### src/hdl/ex_pkg.sv
// Shared widths, opcodes and bus types of the execute stage, imported by every RTL block
`default_nettype none

package ex_pkg;

    // ------------------------------------------------------------
    // Widths and sizes
    // ------------------------------------------------------------
    localparam int unsigned XLEN           = 32;
    localparam int unsigned TRANS_ID_BITS  = 3;
    localparam int unsigned ISSUE_CREDITS  = 2;
    localparam int unsigned MULT_STAGES    = 2;
    localparam int unsigned CSR_ADDR_BITS  = 12;
    localparam int unsigned ISSUE_PTR_BITS = $clog2(ISSUE_CREDITS);
    localparam int unsigned ISSUE_CNT_BITS = $clog2(ISSUE_CREDITS + 1);

    // ------------------------------------------------------------
    // Opcodes
    // ------------------------------------------------------------
    typedef enum logic [4:0] {
        ADD, SUB, AND, OR, XOR, SLL, SRL, SRA, SLT, SLTU,
        BEQ, BNE, BLT, BGE, BLTU, BGEU, JAL,
        CSRRW,
        MUL, MULHU
    } fu_op_e;

    // Third operand word, branch offset or CSR address
    typedef union packed {
        logic signed [XLEN-1:0] imm;
        struct packed {
            logic [XLEN-CSR_ADDR_BITS-1:0] pad;
            logic [CSR_ADDR_BITS-1:0]      csr_addr;
        } csr;
    } operand_c_u;

    // ------------------------------------------------------------
    // Buses
    // ------------------------------------------------------------
    typedef struct packed {
        logic                     valid;
        fu_op_e                   op;
        logic [XLEN-1:0]          operand_a;
        logic [XLEN-1:0]          operand_b;
        operand_c_u               operand_c;
        logic [XLEN-1:0]          pc;
        logic                     predict_taken;
        logic [TRANS_ID_BITS-1:0] trans_id;
    } issue_req_t;

    typedef struct packed {
        logic                     valid;
        logic [TRANS_ID_BITS-1:0] trans_id;
        logic [XLEN-1:0]          data;
    } fu_result_t;

    typedef struct packed {
        logic            valid;
        logic            taken;
        logic            mispredict;
        logic [XLEN-1:0] target;
    } branch_resolve_t;

    // Multiplier class, the only multi-cycle ops
    function automatic logic is_mult_op(fu_op_e op);
        return op inside {MUL, MULHU};
    endfunction

endpackage

`default_nettype wire

### src/hdl/ex_alu.sv
// Integer ALU with branch comparison and resolution, combinational from the dispatch bus
`timescale 1ns/1ps
`default_nettype none

module ex_alu import ex_pkg::*; (
    input  issue_req_t      dispatch_i,
    output fu_result_t      alu_res_o,
    output branch_resolve_t branch_resolve_o
);

    logic [XLEN-1:0] a, b;
    logic [4:0]      shamt;
    logic [XLEN-1:0] pc_plus4;
    logic [XLEN-1:0] alu_data;
    logic            is_branch;
    logic            taken;

    assign a        = dispatch_i.operand_a;
    assign b        = dispatch_i.operand_b;
    assign shamt    = b[4:0];
    assign pc_plus4 = dispatch_i.pc + XLEN'(4);

    // ------------------------------------------------------------
    // Arithmetic and logic
    // ------------------------------------------------------------
    always_comb begin
        case (dispatch_i.op)
            ADD:     alu_data = a + b;
            SUB:     alu_data = a - b;
            AND:     alu_data = a & b;
            OR:      alu_data = a | b;
            XOR:     alu_data = a ^ b;
            SLL:     alu_data = a << shamt;
            SRL:     alu_data = a >> shamt;
            SRA:     alu_data = $unsigned($signed(a) >>> shamt);
            SLT:     alu_data = {{(XLEN-1){1'b0}}, $signed(a) < $signed(b)};
            SLTU:    alu_data = {{(XLEN-1){1'b0}}, a < b};
            // Branches and JAL write the link address
            default: alu_data = pc_plus4;
        endcase
    end

    // ------------------------------------------------------------
    // Branch comparison
    // ------------------------------------------------------------
    always_comb begin
        case (dispatch_i.op)
            BEQ:     taken = (a == b);
            BNE:     taken = (a != b);
            BLT:     taken = ($signed(a) < $signed(b));
            BGE:     taken = ($signed(a) >= $signed(b));
            BLTU:    taken = (a < b);
            BGEU:    taken = (a >= b);
            JAL:     taken = 1'b1;
            default: taken = 1'b0;
        endcase
    end

    assign is_branch = dispatch_i.op inside {BEQ, BNE, BLT, BGE, BLTU, BGEU, JAL};

    // Invalid for CSR and multiplier classes, those units answer instead
    assign alu_res_o.valid    = dispatch_i.valid && !is_mult_op(dispatch_i.op) &&
                                (dispatch_i.op != CSRRW);
    assign alu_res_o.trans_id = dispatch_i.trans_id;
    assign alu_res_o.data     = alu_data;

    assign branch_resolve_o.valid      = dispatch_i.valid && is_branch;
    assign branch_resolve_o.taken      = taken;
    assign branch_resolve_o.mispredict = taken != dispatch_i.predict_taken;
    // Offset is signed, wrap-around add gives the right target
    assign branch_resolve_o.target     = taken ? dispatch_i.pc + dispatch_i.operand_c.imm
                                               : pc_plus4;

endmodule

`default_nettype wire

### src/hdl/ex_csr_buffer.sv
// One-entry CSR address buffer, holds the address of a CSRRW until the commit pulse
`timescale 1ns/1ps
`default_nettype none

module ex_csr_buffer import ex_pkg::*; (
    input  logic                     clk_i,
    input  logic                     rst_ni,
    input  issue_req_t               dispatch_i,
    input  logic                     csr_commit_i,
    output fu_result_t               csr_res_o,
    output logic                     csr_busy_o,
    output logic [CSR_ADDR_BITS-1:0] csr_addr_o
);

    logic                     csr_start;
    logic                     busy_q;
    logic [CSR_ADDR_BITS-1:0] addr_q;

    assign csr_start = dispatch_i.valid && (dispatch_i.op == CSRRW);

    // Old value goes back at once, the write happens on commit
    assign csr_res_o.valid    = csr_start;
    assign csr_res_o.trans_id = dispatch_i.trans_id;
    assign csr_res_o.data     = dispatch_i.operand_a;

    always_ff @(posedge clk_i or negedge rst_ni) begin
        if (!rst_ni) begin
            busy_q <= 1'b0;
        end else if (csr_start) begin
            busy_q <= 1'b1;
        end else if (csr_commit_i) begin
            busy_q <= 1'b0;
        end
    end

    always_ff @(posedge clk_i) begin
        if (csr_start) begin
            addr_q <= dispatch_i.operand_c.csr.csr_addr;
        end
    end

    assign csr_busy_o = busy_q;
    assign csr_addr_o = addr_q;

    // Commit only for a buffered CSR op
    a_commit_when_pending: assert property (@(posedge clk_i) disable iff (!rst_ni)
        csr_commit_i |-> busy_q);

    // Issue side holds a second CSRRW back while the buffer is full
    a_no_csr_overwrite: assert property (@(posedge clk_i) disable iff (!rst_ni)
        csr_start |-> !busy_q);

endmodule

`default_nettype wire

### src/hdl/ex_issue_queue.sv
// Issue side of the execute stage, buffers issued ops and dispatches them without port collisions
`timescale 1ns/1ps
`default_nettype none

module ex_issue_queue import ex_pkg::*; (
    input  logic       clk_i,
    input  logic       rst_ni,
    input  issue_req_t issue_i,
    input  logic       csr_busy_i,
    output logic       credit_o,
    output issue_req_t dispatch_o
);

    issue_req_t                mem_q [ISSUE_CREDITS];
    logic [ISSUE_PTR_BITS-1:0] rd_ptr_q, wr_ptr_q;
    logic [ISSUE_CNT_BITS-1:0] count_q;
    // Bit k set: a product reaches the multiplier output k+1 cycles from now
    logic [MULT_STAGES-1:0]    wb_slot_q;
    issue_req_t                disp_q;
    logic                      disp_valid_q;

    issue_req_t cand;
    logic       empty, slot_taken, csr_blocked, go, push, pop;

    function automatic logic [ISSUE_PTR_BITS-1:0] next_ptr(logic [ISSUE_PTR_BITS-1:0] ptr);
        return (ptr == ISSUE_PTR_BITS'(ISSUE_CREDITS - 1)) ? '0 : ptr + 1'b1;
    endfunction

    // ------------------------------------------------------------
    // Dispatch decision
    // ------------------------------------------------------------
    always_comb begin
        empty = (count_q == '0);
        // Empty queue forwards the new issue straight to dispatch
        cand  = empty ? issue_i : mem_q[rd_ptr_q];
        // Single-cycle op would meet a product on the write port
        slot_taken  = !is_mult_op(cand.op) && wb_slot_q[0];
        // CSR buffer full now or being filled by the op in dispatch
        csr_blocked = (cand.op == CSRRW) &&
                      (csr_busy_i || (disp_valid_q && disp_q.op == CSRRW));
        go   = cand.valid && !slot_taken && !csr_blocked;
        pop  = go && !empty;
        push = issue_i.valid && !(go && empty);
    end

    always_ff @(posedge clk_i or negedge rst_ni) begin
        if (!rst_ni) begin
            rd_ptr_q     <= '0;
            wr_ptr_q     <= '0;
            count_q      <= '0;
            wb_slot_q    <= '0;
            disp_valid_q <= 1'b0;
        end else begin
            if (push) begin
                wr_ptr_q <= next_ptr(wr_ptr_q);
            end
            if (pop) begin
                rd_ptr_q <= next_ptr(rd_ptr_q);
            end
            count_q      <= count_q + ISSUE_CNT_BITS'(push) - ISSUE_CNT_BITS'(pop);
            wb_slot_q    <= {go && is_mult_op(cand.op), wb_slot_q[MULT_STAGES-1:1]};
            disp_valid_q <= go;
        end
    end

    // Entry storage and dispatch payload
    always_ff @(posedge clk_i) begin
        if (push) begin
            mem_q[wr_ptr_q] <= issue_i;
        end
        if (go) begin
            disp_q <= cand;
        end
    end

    always_comb begin
        dispatch_o       = disp_q;
        dispatch_o.valid = disp_valid_q;
    end

    // One credit comes back per op leaving toward a unit
    assign credit_o = disp_valid_q;

    // Issuer must hold a credit, so the queue never overflows
    a_issue_has_credit: assert property (@(posedge clk_i) disable iff (!rst_ni)
        issue_i.valid |-> (count_q < ISSUE_CREDITS));

endmodule

`default_nettype wire

### src/hdl/ex_mult.sv
// Two-stage pipelined unsigned multiplier, returns the low or high product word with its tag
`timescale 1ns/1ps
`default_nettype none

module ex_mult import ex_pkg::*; (
    input  logic       clk_i,
    input  logic       rst_ni,
    input  issue_req_t dispatch_i,
    output fu_result_t mult_res_o
);

    logic                     mult_start;
    logic                     s1_valid_q, s2_valid_q;
    logic [TRANS_ID_BITS-1:0] s1_id_q, s2_id_q;
    logic [XLEN-1:0]          s1_a_q, s1_b_q;
    logic                     s1_hi_q;
    logic [2*XLEN-1:0]        product;
    logic [XLEN-1:0]          s2_data_q;

    assign mult_start = dispatch_i.valid && is_mult_op(dispatch_i.op);
    assign product    = (2*XLEN)'(s1_a_q) * (2*XLEN)'(s1_b_q);

    // ------------------------------------------------------------
    // Stage valids
    // ------------------------------------------------------------
    always_ff @(posedge clk_i or negedge rst_ni) begin
        if (!rst_ni) begin
            s1_valid_q <= 1'b0;
            s2_valid_q <= 1'b0;
        end else begin
            s1_valid_q <= mult_start;
            s2_valid_q <= s1_valid_q;
        end
    end

    // Stage 1 captures operands, stage 2 the selected half
    always_ff @(posedge clk_i) begin
        s1_a_q    <= dispatch_i.operand_a;
        s1_b_q    <= dispatch_i.operand_b;
        s1_hi_q   <= (dispatch_i.op == MULHU);
        s1_id_q   <= dispatch_i.trans_id;
        s2_data_q <= s1_hi_q ? product[2*XLEN-1:XLEN] : product[XLEN-1:0];
        s2_id_q   <= s1_id_q;
    end

    assign mult_res_o.valid    = s2_valid_q;
    assign mult_res_o.trans_id = s2_id_q;
    assign mult_res_o.data     = s2_data_q;

endmodule

`default_nettype wire

### src/hdl/ex_stage.sv
// Top of the fixed-latency execute stage, connects issue queue, units and write-back port
`timescale 1ns/1ps
`default_nettype none

module ex_stage import ex_pkg::*; (
    input  logic                     clk_i,
    input  logic                     rst_ni,
    input  issue_req_t               issue_i,
    input  logic                     csr_commit_i,
    output logic                     credit_o,
    output fu_result_t               result_o,
    output branch_resolve_t          branch_resolve_o,
    output logic                     csr_pending_o,
    output logic [CSR_ADDR_BITS-1:0] csr_addr_o
);

    issue_req_t dispatch;
    fu_result_t alu_res, csr_res, mult_res;
    logic       csr_busy;

    // ------------------------------------------------------------
    // Issue side
    // ------------------------------------------------------------
    ex_issue_queue i_ex_issue_queue (
        .clk_i      (clk_i),
        .rst_ni     (rst_ni),
        .issue_i    (issue_i),
        .csr_busy_i (csr_busy),
        .credit_o   (credit_o),
        .dispatch_o (dispatch)
    );

    // ------------------------------------------------------------
    // Functional units
    // ------------------------------------------------------------
    ex_alu i_ex_alu (
        .dispatch_i       (dispatch),
        .alu_res_o        (alu_res),
        .branch_resolve_o (branch_resolve_o)
    );

    ex_csr_buffer i_ex_csr_buffer (
        .clk_i        (clk_i),
        .rst_ni       (rst_ni),
        .dispatch_i   (dispatch),
        .csr_commit_i (csr_commit_i),
        .csr_res_o    (csr_res),
        .csr_busy_o   (csr_busy),
        .csr_addr_o   (csr_addr_o)
    );

    ex_mult i_ex_mult (
        .clk_i      (clk_i),
        .rst_ni     (rst_ni),
        .dispatch_i (dispatch),
        .mult_res_o (mult_res)
    );

    // Shared write port
    ex_writeback i_ex_writeback (
        .clk_i      (clk_i),
        .rst_ni     (rst_ni),
        .alu_res_i  (alu_res),
        .csr_res_i  (csr_res),
        .mult_res_i (mult_res),
        .result_o   (result_o)
    );

    assign csr_pending_o = csr_busy;

endmodule

`default_nettype wire

### src/hdl/ex_writeback.sv
// Shared write port of the execute stage, registers the one unit result of each cycle
`timescale 1ns/1ps
`default_nettype none

module ex_writeback import ex_pkg::*; (
    input  logic       clk_i,
    input  logic       rst_ni,
    input  fu_result_t alu_res_i,
    input  fu_result_t csr_res_i,
    input  fu_result_t mult_res_i,
    output fu_result_t result_o
);

    fu_result_t               sel_res;
    logic                     res_valid_q;
    logic [TRANS_ID_BITS-1:0] res_id_q;
    logic [XLEN-1:0]          res_data_q;

    // Slot reservation leaves at most one source active
    always_comb begin
        if (mult_res_i.valid) begin
            sel_res = mult_res_i;
        end else if (csr_res_i.valid) begin
            sel_res = csr_res_i;
        end else begin
            sel_res = alu_res_i;
        end
    end

    always_ff @(posedge clk_i or negedge rst_ni) begin
        if (!rst_ni) begin
            res_valid_q <= 1'b0;
        end else begin
            res_valid_q <= sel_res.valid;
        end
    end

    always_ff @(posedge clk_i) begin
        res_id_q   <= sel_res.trans_id;
        res_data_q <= sel_res.data;
    end

    assign result_o.valid    = res_valid_q;
    assign result_o.trans_id = res_id_q;
    assign result_o.data     = res_data_q;

    // Write-port collisions must have been avoided at issue
    a_one_writer: assert property (@(posedge clk_i) disable iff (!rst_ni)
        $onehot0({alu_res_i.valid, csr_res_i.valid, mult_res_i.valid}));

endmodule

`default_nettype wire

### config.mk
export PLATFORM = sky130hd
export DESIGN_NAME = ex_stage
export DESIGN_NICKNAME = d
export VERILOG_FILES = /design/src/hdl/ex_pkg.sv /design/src/hdl/ex_alu.sv /design/src/hdl/ex_csr_buffer.sv /design/src/hdl/ex_issue_queue.sv /design/src/hdl/ex_mult.sv /design/src/hdl/ex_stage.sv /design/src/hdl/ex_writeback.sv
export SDC_FILE = /design/constraint.sdc
export NUM_CORES = 2
export LEC_CHECK = 0
export BUFFER_PORTS_ARGS = -buffer_cell sky130_fd_sc_hd__buf_2
export CAP_MARGIN = 15
export CORE_MARGIN = 3
export CORE_UTILIZATION = 40
export CTS_BUF_LIST = sky130_fd_sc_hd__clkbuf_8
export CTS_CLUSTER_SIZE = 16
export DETAILED_ROUTE_END_ITERATION = 16
export GPL_ROUTABILITY_DRIVEN = 0
export PLACE_DENSITY = 0.62
export SETUP_SLACK_MARGIN = 0.15
export SKIP_LAST_GASP = 1
export SLEW_MARGIN = 20
export SYNTH_ARGS = -nofsm -noshare
export SYNTH_HDL_FRONTEND = slang
export SYNTH_HIERARCHICAL = 1
export SYNTH_SLANG_ARGS = --single-unit
### constraint.sdc
create_clock -name clk_i -period 14.5 [get_ports clk_i]
set_input_delay 2.9 -clock clk_i [delete_from_list [all_inputs] [get_ports clk_i]]
set_output_delay 2.9 -clock clk_i [all_outputs]
set_load 0.03 [all_outputs]
==> results.md <==
* R2R depth at 22
* Die Y at just over 400 um
* Cell repeated most along the worst path: buf_4
* PostCTS Resize Cnt at 0
* Synthesis-to-finish area growth at 7.31%
* Final hold vios at 0
* Setup crit end kind: output port
* Final WL at around 200 mm
* HP Class: register to register
* Clock Pin Slew Worst Setup and Hold Paths at 0.07 ns
* Period utilization at 0.612
* Routed len/inst at roughly 22 um
* Post-DP Area at between 60000 and 70000 sq um
* Post-Syn Area per Cell at between 9 and 10 sq um
* Synthesized cell area at approximately 65000 sq um
* Max cap viols at 0
* DRC viols at 0
* Critical Path Source Type: register
* First-pass GRT wire length at 307 mm
* Hold-fix buffers at CTS at 0
* Critical-path cell list: buf_4, clkinv_1, buf_4, ha_1, nor2b_1, o211ai_1, a2111oi_4, a31oi_4, o221a_4, o21ai_1, mux2_4, a31oi_4, buf_4, mux2_2, buf_2
* Worst Hold Endpoint: i_ex_mult/s2_id_q[1]
* Root Driver: clkbuf_8
* Setup CP Type: register to output port
* Final Max Tran Viols at 0
* Top Family by Delay on Critical Path: buffers and inverters
* Worst Setup SP: i_ex_issue_queue/dispatch_o[70]
* Post-synth EDFFs at 425
* Asr flop ratio synth at 0.0192
* CTS Buffer Depth at 3
* R2R Path Start: i_ex_mult/s1_a_q[17]
* Overall global routing resource usage at 0.238
* Initial cell density of the core at 0.404
* DR vias/cell at about 5.5
* Ys Warns at 6
* Minimum clock period at approximately 8.9 ns
* # IOs at 226
* Slowest cell delay on critical path at 0.53 ns
* Register area share after synthesis at 0.243
* PortBufs at 225
* Clk_skew at around 0.076 ns
* CTS tree: yes
* Final instance area at 69700 sq um
* Detailed placement HPWL at between 150 and 200 mm
* H-tree levels at 3
* Reg2reg end: i_ex_mult/s2_data_q[28]
* Pin count of the biggest net entering global routing at between 100 and 150
* Initial antenna violation count at 32
* Row count at about 150
* Worst EP required at between 10 and 15 ns
* WP buf/inv at 5
* Filler cells at around 15000
* R2R Setup Slk at between 6 and 7 ns
* Synth cell types at between 100 and 150
* CP max FO at 56
* Commonest non-fill, non-tap cell in the layout: inv_1
* Clock sink count at about 570
* Critical path arrival at slightly below 6 ns
* Rel. slew slack at 0.198
* Die X-Extent at a little over 400 um
* Core ar. at approximately 160000 sq um
* Status: finished clean
* Main synth FF type: edfxtp_1
* Worst hold path depth at 0
* Nets at 8097
* Syn_nets at 8093
* Total grt overflow at 0
* CTS Buf Count at 95
* Hold Startpoint: i_ex_mult/s1_id_q[1]
* Routed Antenna Nets at 0
* Die area at 167000 sq um
* Final Setup Violations at 0
* Via count at between 40000 and 50000
* Crit-path slowest cell: buf_4
* DRT Pass-1 Iters at 12
* TNS Setup at 0 ns
* Most frequent cells in the layout: inv_1 (1027), fa_1 (899), nand2_1 (779)
* Vias in the first global route at around 50000
* FMAX at about 0.11 GHz
* Slew @ Worst Pin at about 1.2 ns
* DR iter-0 viols at approximately 4700
* Worst-skew pair later-pin latency at 0.81 ns
* RSZ-0062 raised after global routing: no
* Number of synthesized register bits at between 500 and 600
* Synth Instances at approximately 6700
* Share of layout cells above drive strength 1 at 0.0904
* Setup Fix Bufs, Post-CTS at 0
[area by class of cell]
cell class                 instances  area, sq um  area share
clock inverter                    68          499     0.00716
antenna                           13         32.5    0.000466
tap                             2160         2700      0.0388
inverter                        1003         3760      0.0540
timing repair buffer             345         2040      0.0292
clock buffer                     104         1430      0.0205
sequential                       574        15800       0.227
multi-input combinational       4644        43500       0.623
[flip-flops by register name, indices dropped and copies added (netlist names), 2 cells and up]
name                         cells
i_ex_writeback/res_id_q          3
i_ex_issue_queue/count_q         2
i_ex_csr_buffer/csr_addr_o      12
i_ex_mult/s2_id_q                3
i_ex_mult/s1_a_q                32
i_ex_issue_queue/mem_q         276
i_ex_mult/s2_data_q             32
i_ex_mult/s1_id_q                3
i_ex_writeback/res_data_q       32
i_ex_issue_queue/wb_slot_q       2
i_ex_issue_queue/dispatch_o    137
i_ex_mult/s1_b_q                32
[cell usage after synthesis (12+ instances only)]
| cell | instances | area (sq um) |
|---|---|---|
| nand2_1 | 779 | 2920 |
| clkbuf_1 | 307 | 1150 |
| a221oi_1 | 18 | 158 |
| edfxtp_1 | 425 | 12800 |
| buf_6 | 12 | 135 |
| a211oi_1 | 32 | 240 |
| a31oi_1 | 31 | 194 |
| a21oi_1 | 259 | 1300 |
| mux2i_1 | 259 | 2590 |
| ha_1 | 394 | 4930 |
| o21ai_0 | 305 | 1530 |
| buf_4 | 50 | 375 |
| mux2_2 | 18 | 203 |
| o211ai_1 | 22 | 165 |
| buf_1 | 27 | 101 |
| nand2b_1 | 33 | 206 |
| a211o_1 | 15 | 131 |
| o21bai_1 | 30 | 225 |
| nor3_1 | 58 | 290 |
| nor2_1 | 211 | 792 |
| nand4_1 | 19 | 119 |
| a21o_1 | 75 | 563 |
| dfxtp_1 | 138 | 2760 |
| nand3_1 | 51 | 255 |
| or3_1 | 21 | 131 |
| a22oi_1 | 23 | 173 |
| and2_1 | 585 | 3660 |
| o21ai_1 | 49 | 245 |
| inv_1 | 998 | 3750 |
| o31ai_1 | 23 | 173 |
| o2111ai_1 | 15 | 131 |
| nor2b_1 | 17 | 106 |
| o21a_1 | 22 | 165 |
| fa_1 | 899 | 18000 |
| mux4_2 | 22 | 495 |
| xor2_1 | 53 | 464 |
| xnor2_1 | 89 | 780 |
| buf_2 | 37 | 185 |
| and3_1 | 31 | 194 |
[worst reg2reg max path: stages (launching register included)]
cell,delay [ns]
dfxtp_2,0.84
and2_1,0.29
fa_1,0.40
inv_1,0.08
fa_1,0.43
fa_1,0.49
fa_1,0.54
inv_1,0.05
fa_1,0.48
fa_1,0.53
fa_1,0.51
inv_1,0.05
fa_1,0.48
inv_1,0.05
ha_1,0.40
and3_1,0.35
nand4_4,0.14
o41ai_4,0.50
o21ai_2,0.21
o311ai_4,0.42
o211ai_2,0.11
and3_1,0.17
or3_1,0.38
[worst max-delay path by stage]
stage,endpoint,slack (ns),depth (start not counted)
floorplan,i_ex_issue_queue/credit_o,0.34,5
global placement,i_ex_mult/s2_data_q[28],6.53,26
detailed placement,i_ex_mult/s2_data_q[28],6.52,22
CTS,branch_resolve_o[12],5.72,15
global route,branch_resolve_o[0],5.46,15
finish,branch_resolve_o[12],5.63,15
[per-layer routing]
metal / track usage / share of wire / up-vias
met4: 0.116 / 0.058 / 24
met5: 0 / 0.00081 / -
met2: 0.375 / 0.45 / 2146
met1: 0.311 / 0.41 / 24400
li1: - / - / 21500
met3: 0.0515 / 0.084 / 550
[metrics by stage]
| step | utilization | hold slack, ns | worst slack (ns) | cells |
|---|---|---|---|---|
| final | 0.433 | 0.330 | 5.63 | 8911 |
| after global routing | 0.433 | 0.345 | 5.46 | 8904 |
| after CTS | 0.433 | 0.328 | 5.72 | 8897 |
| after detailed placement | 0.421 | 0.319 | 6.52 | 8725 |
| after global placement | 0.421 | 0.311 | 6.53 | 8725 |
| after floorplan | - | 0.310 | 0.344 | 6659 |
[kinds of logic after synthesis]
group,Yosys count,share of synthesized area
buffers and inverters,1441,0.0892
XOR/XNOR,142,0.0191
AO/OA/AOI/OAI,1034,0.101
flip-flops,574,0.243
multiplexers,308,0.0528
AND/OR/NAND/NOR,1867,0.142
adder cells (fa/ha/maj),1293,0.353
Power is not shown: default switching activity piles up to over one toggle a cycle in this logic, so the estimate is an artifact.
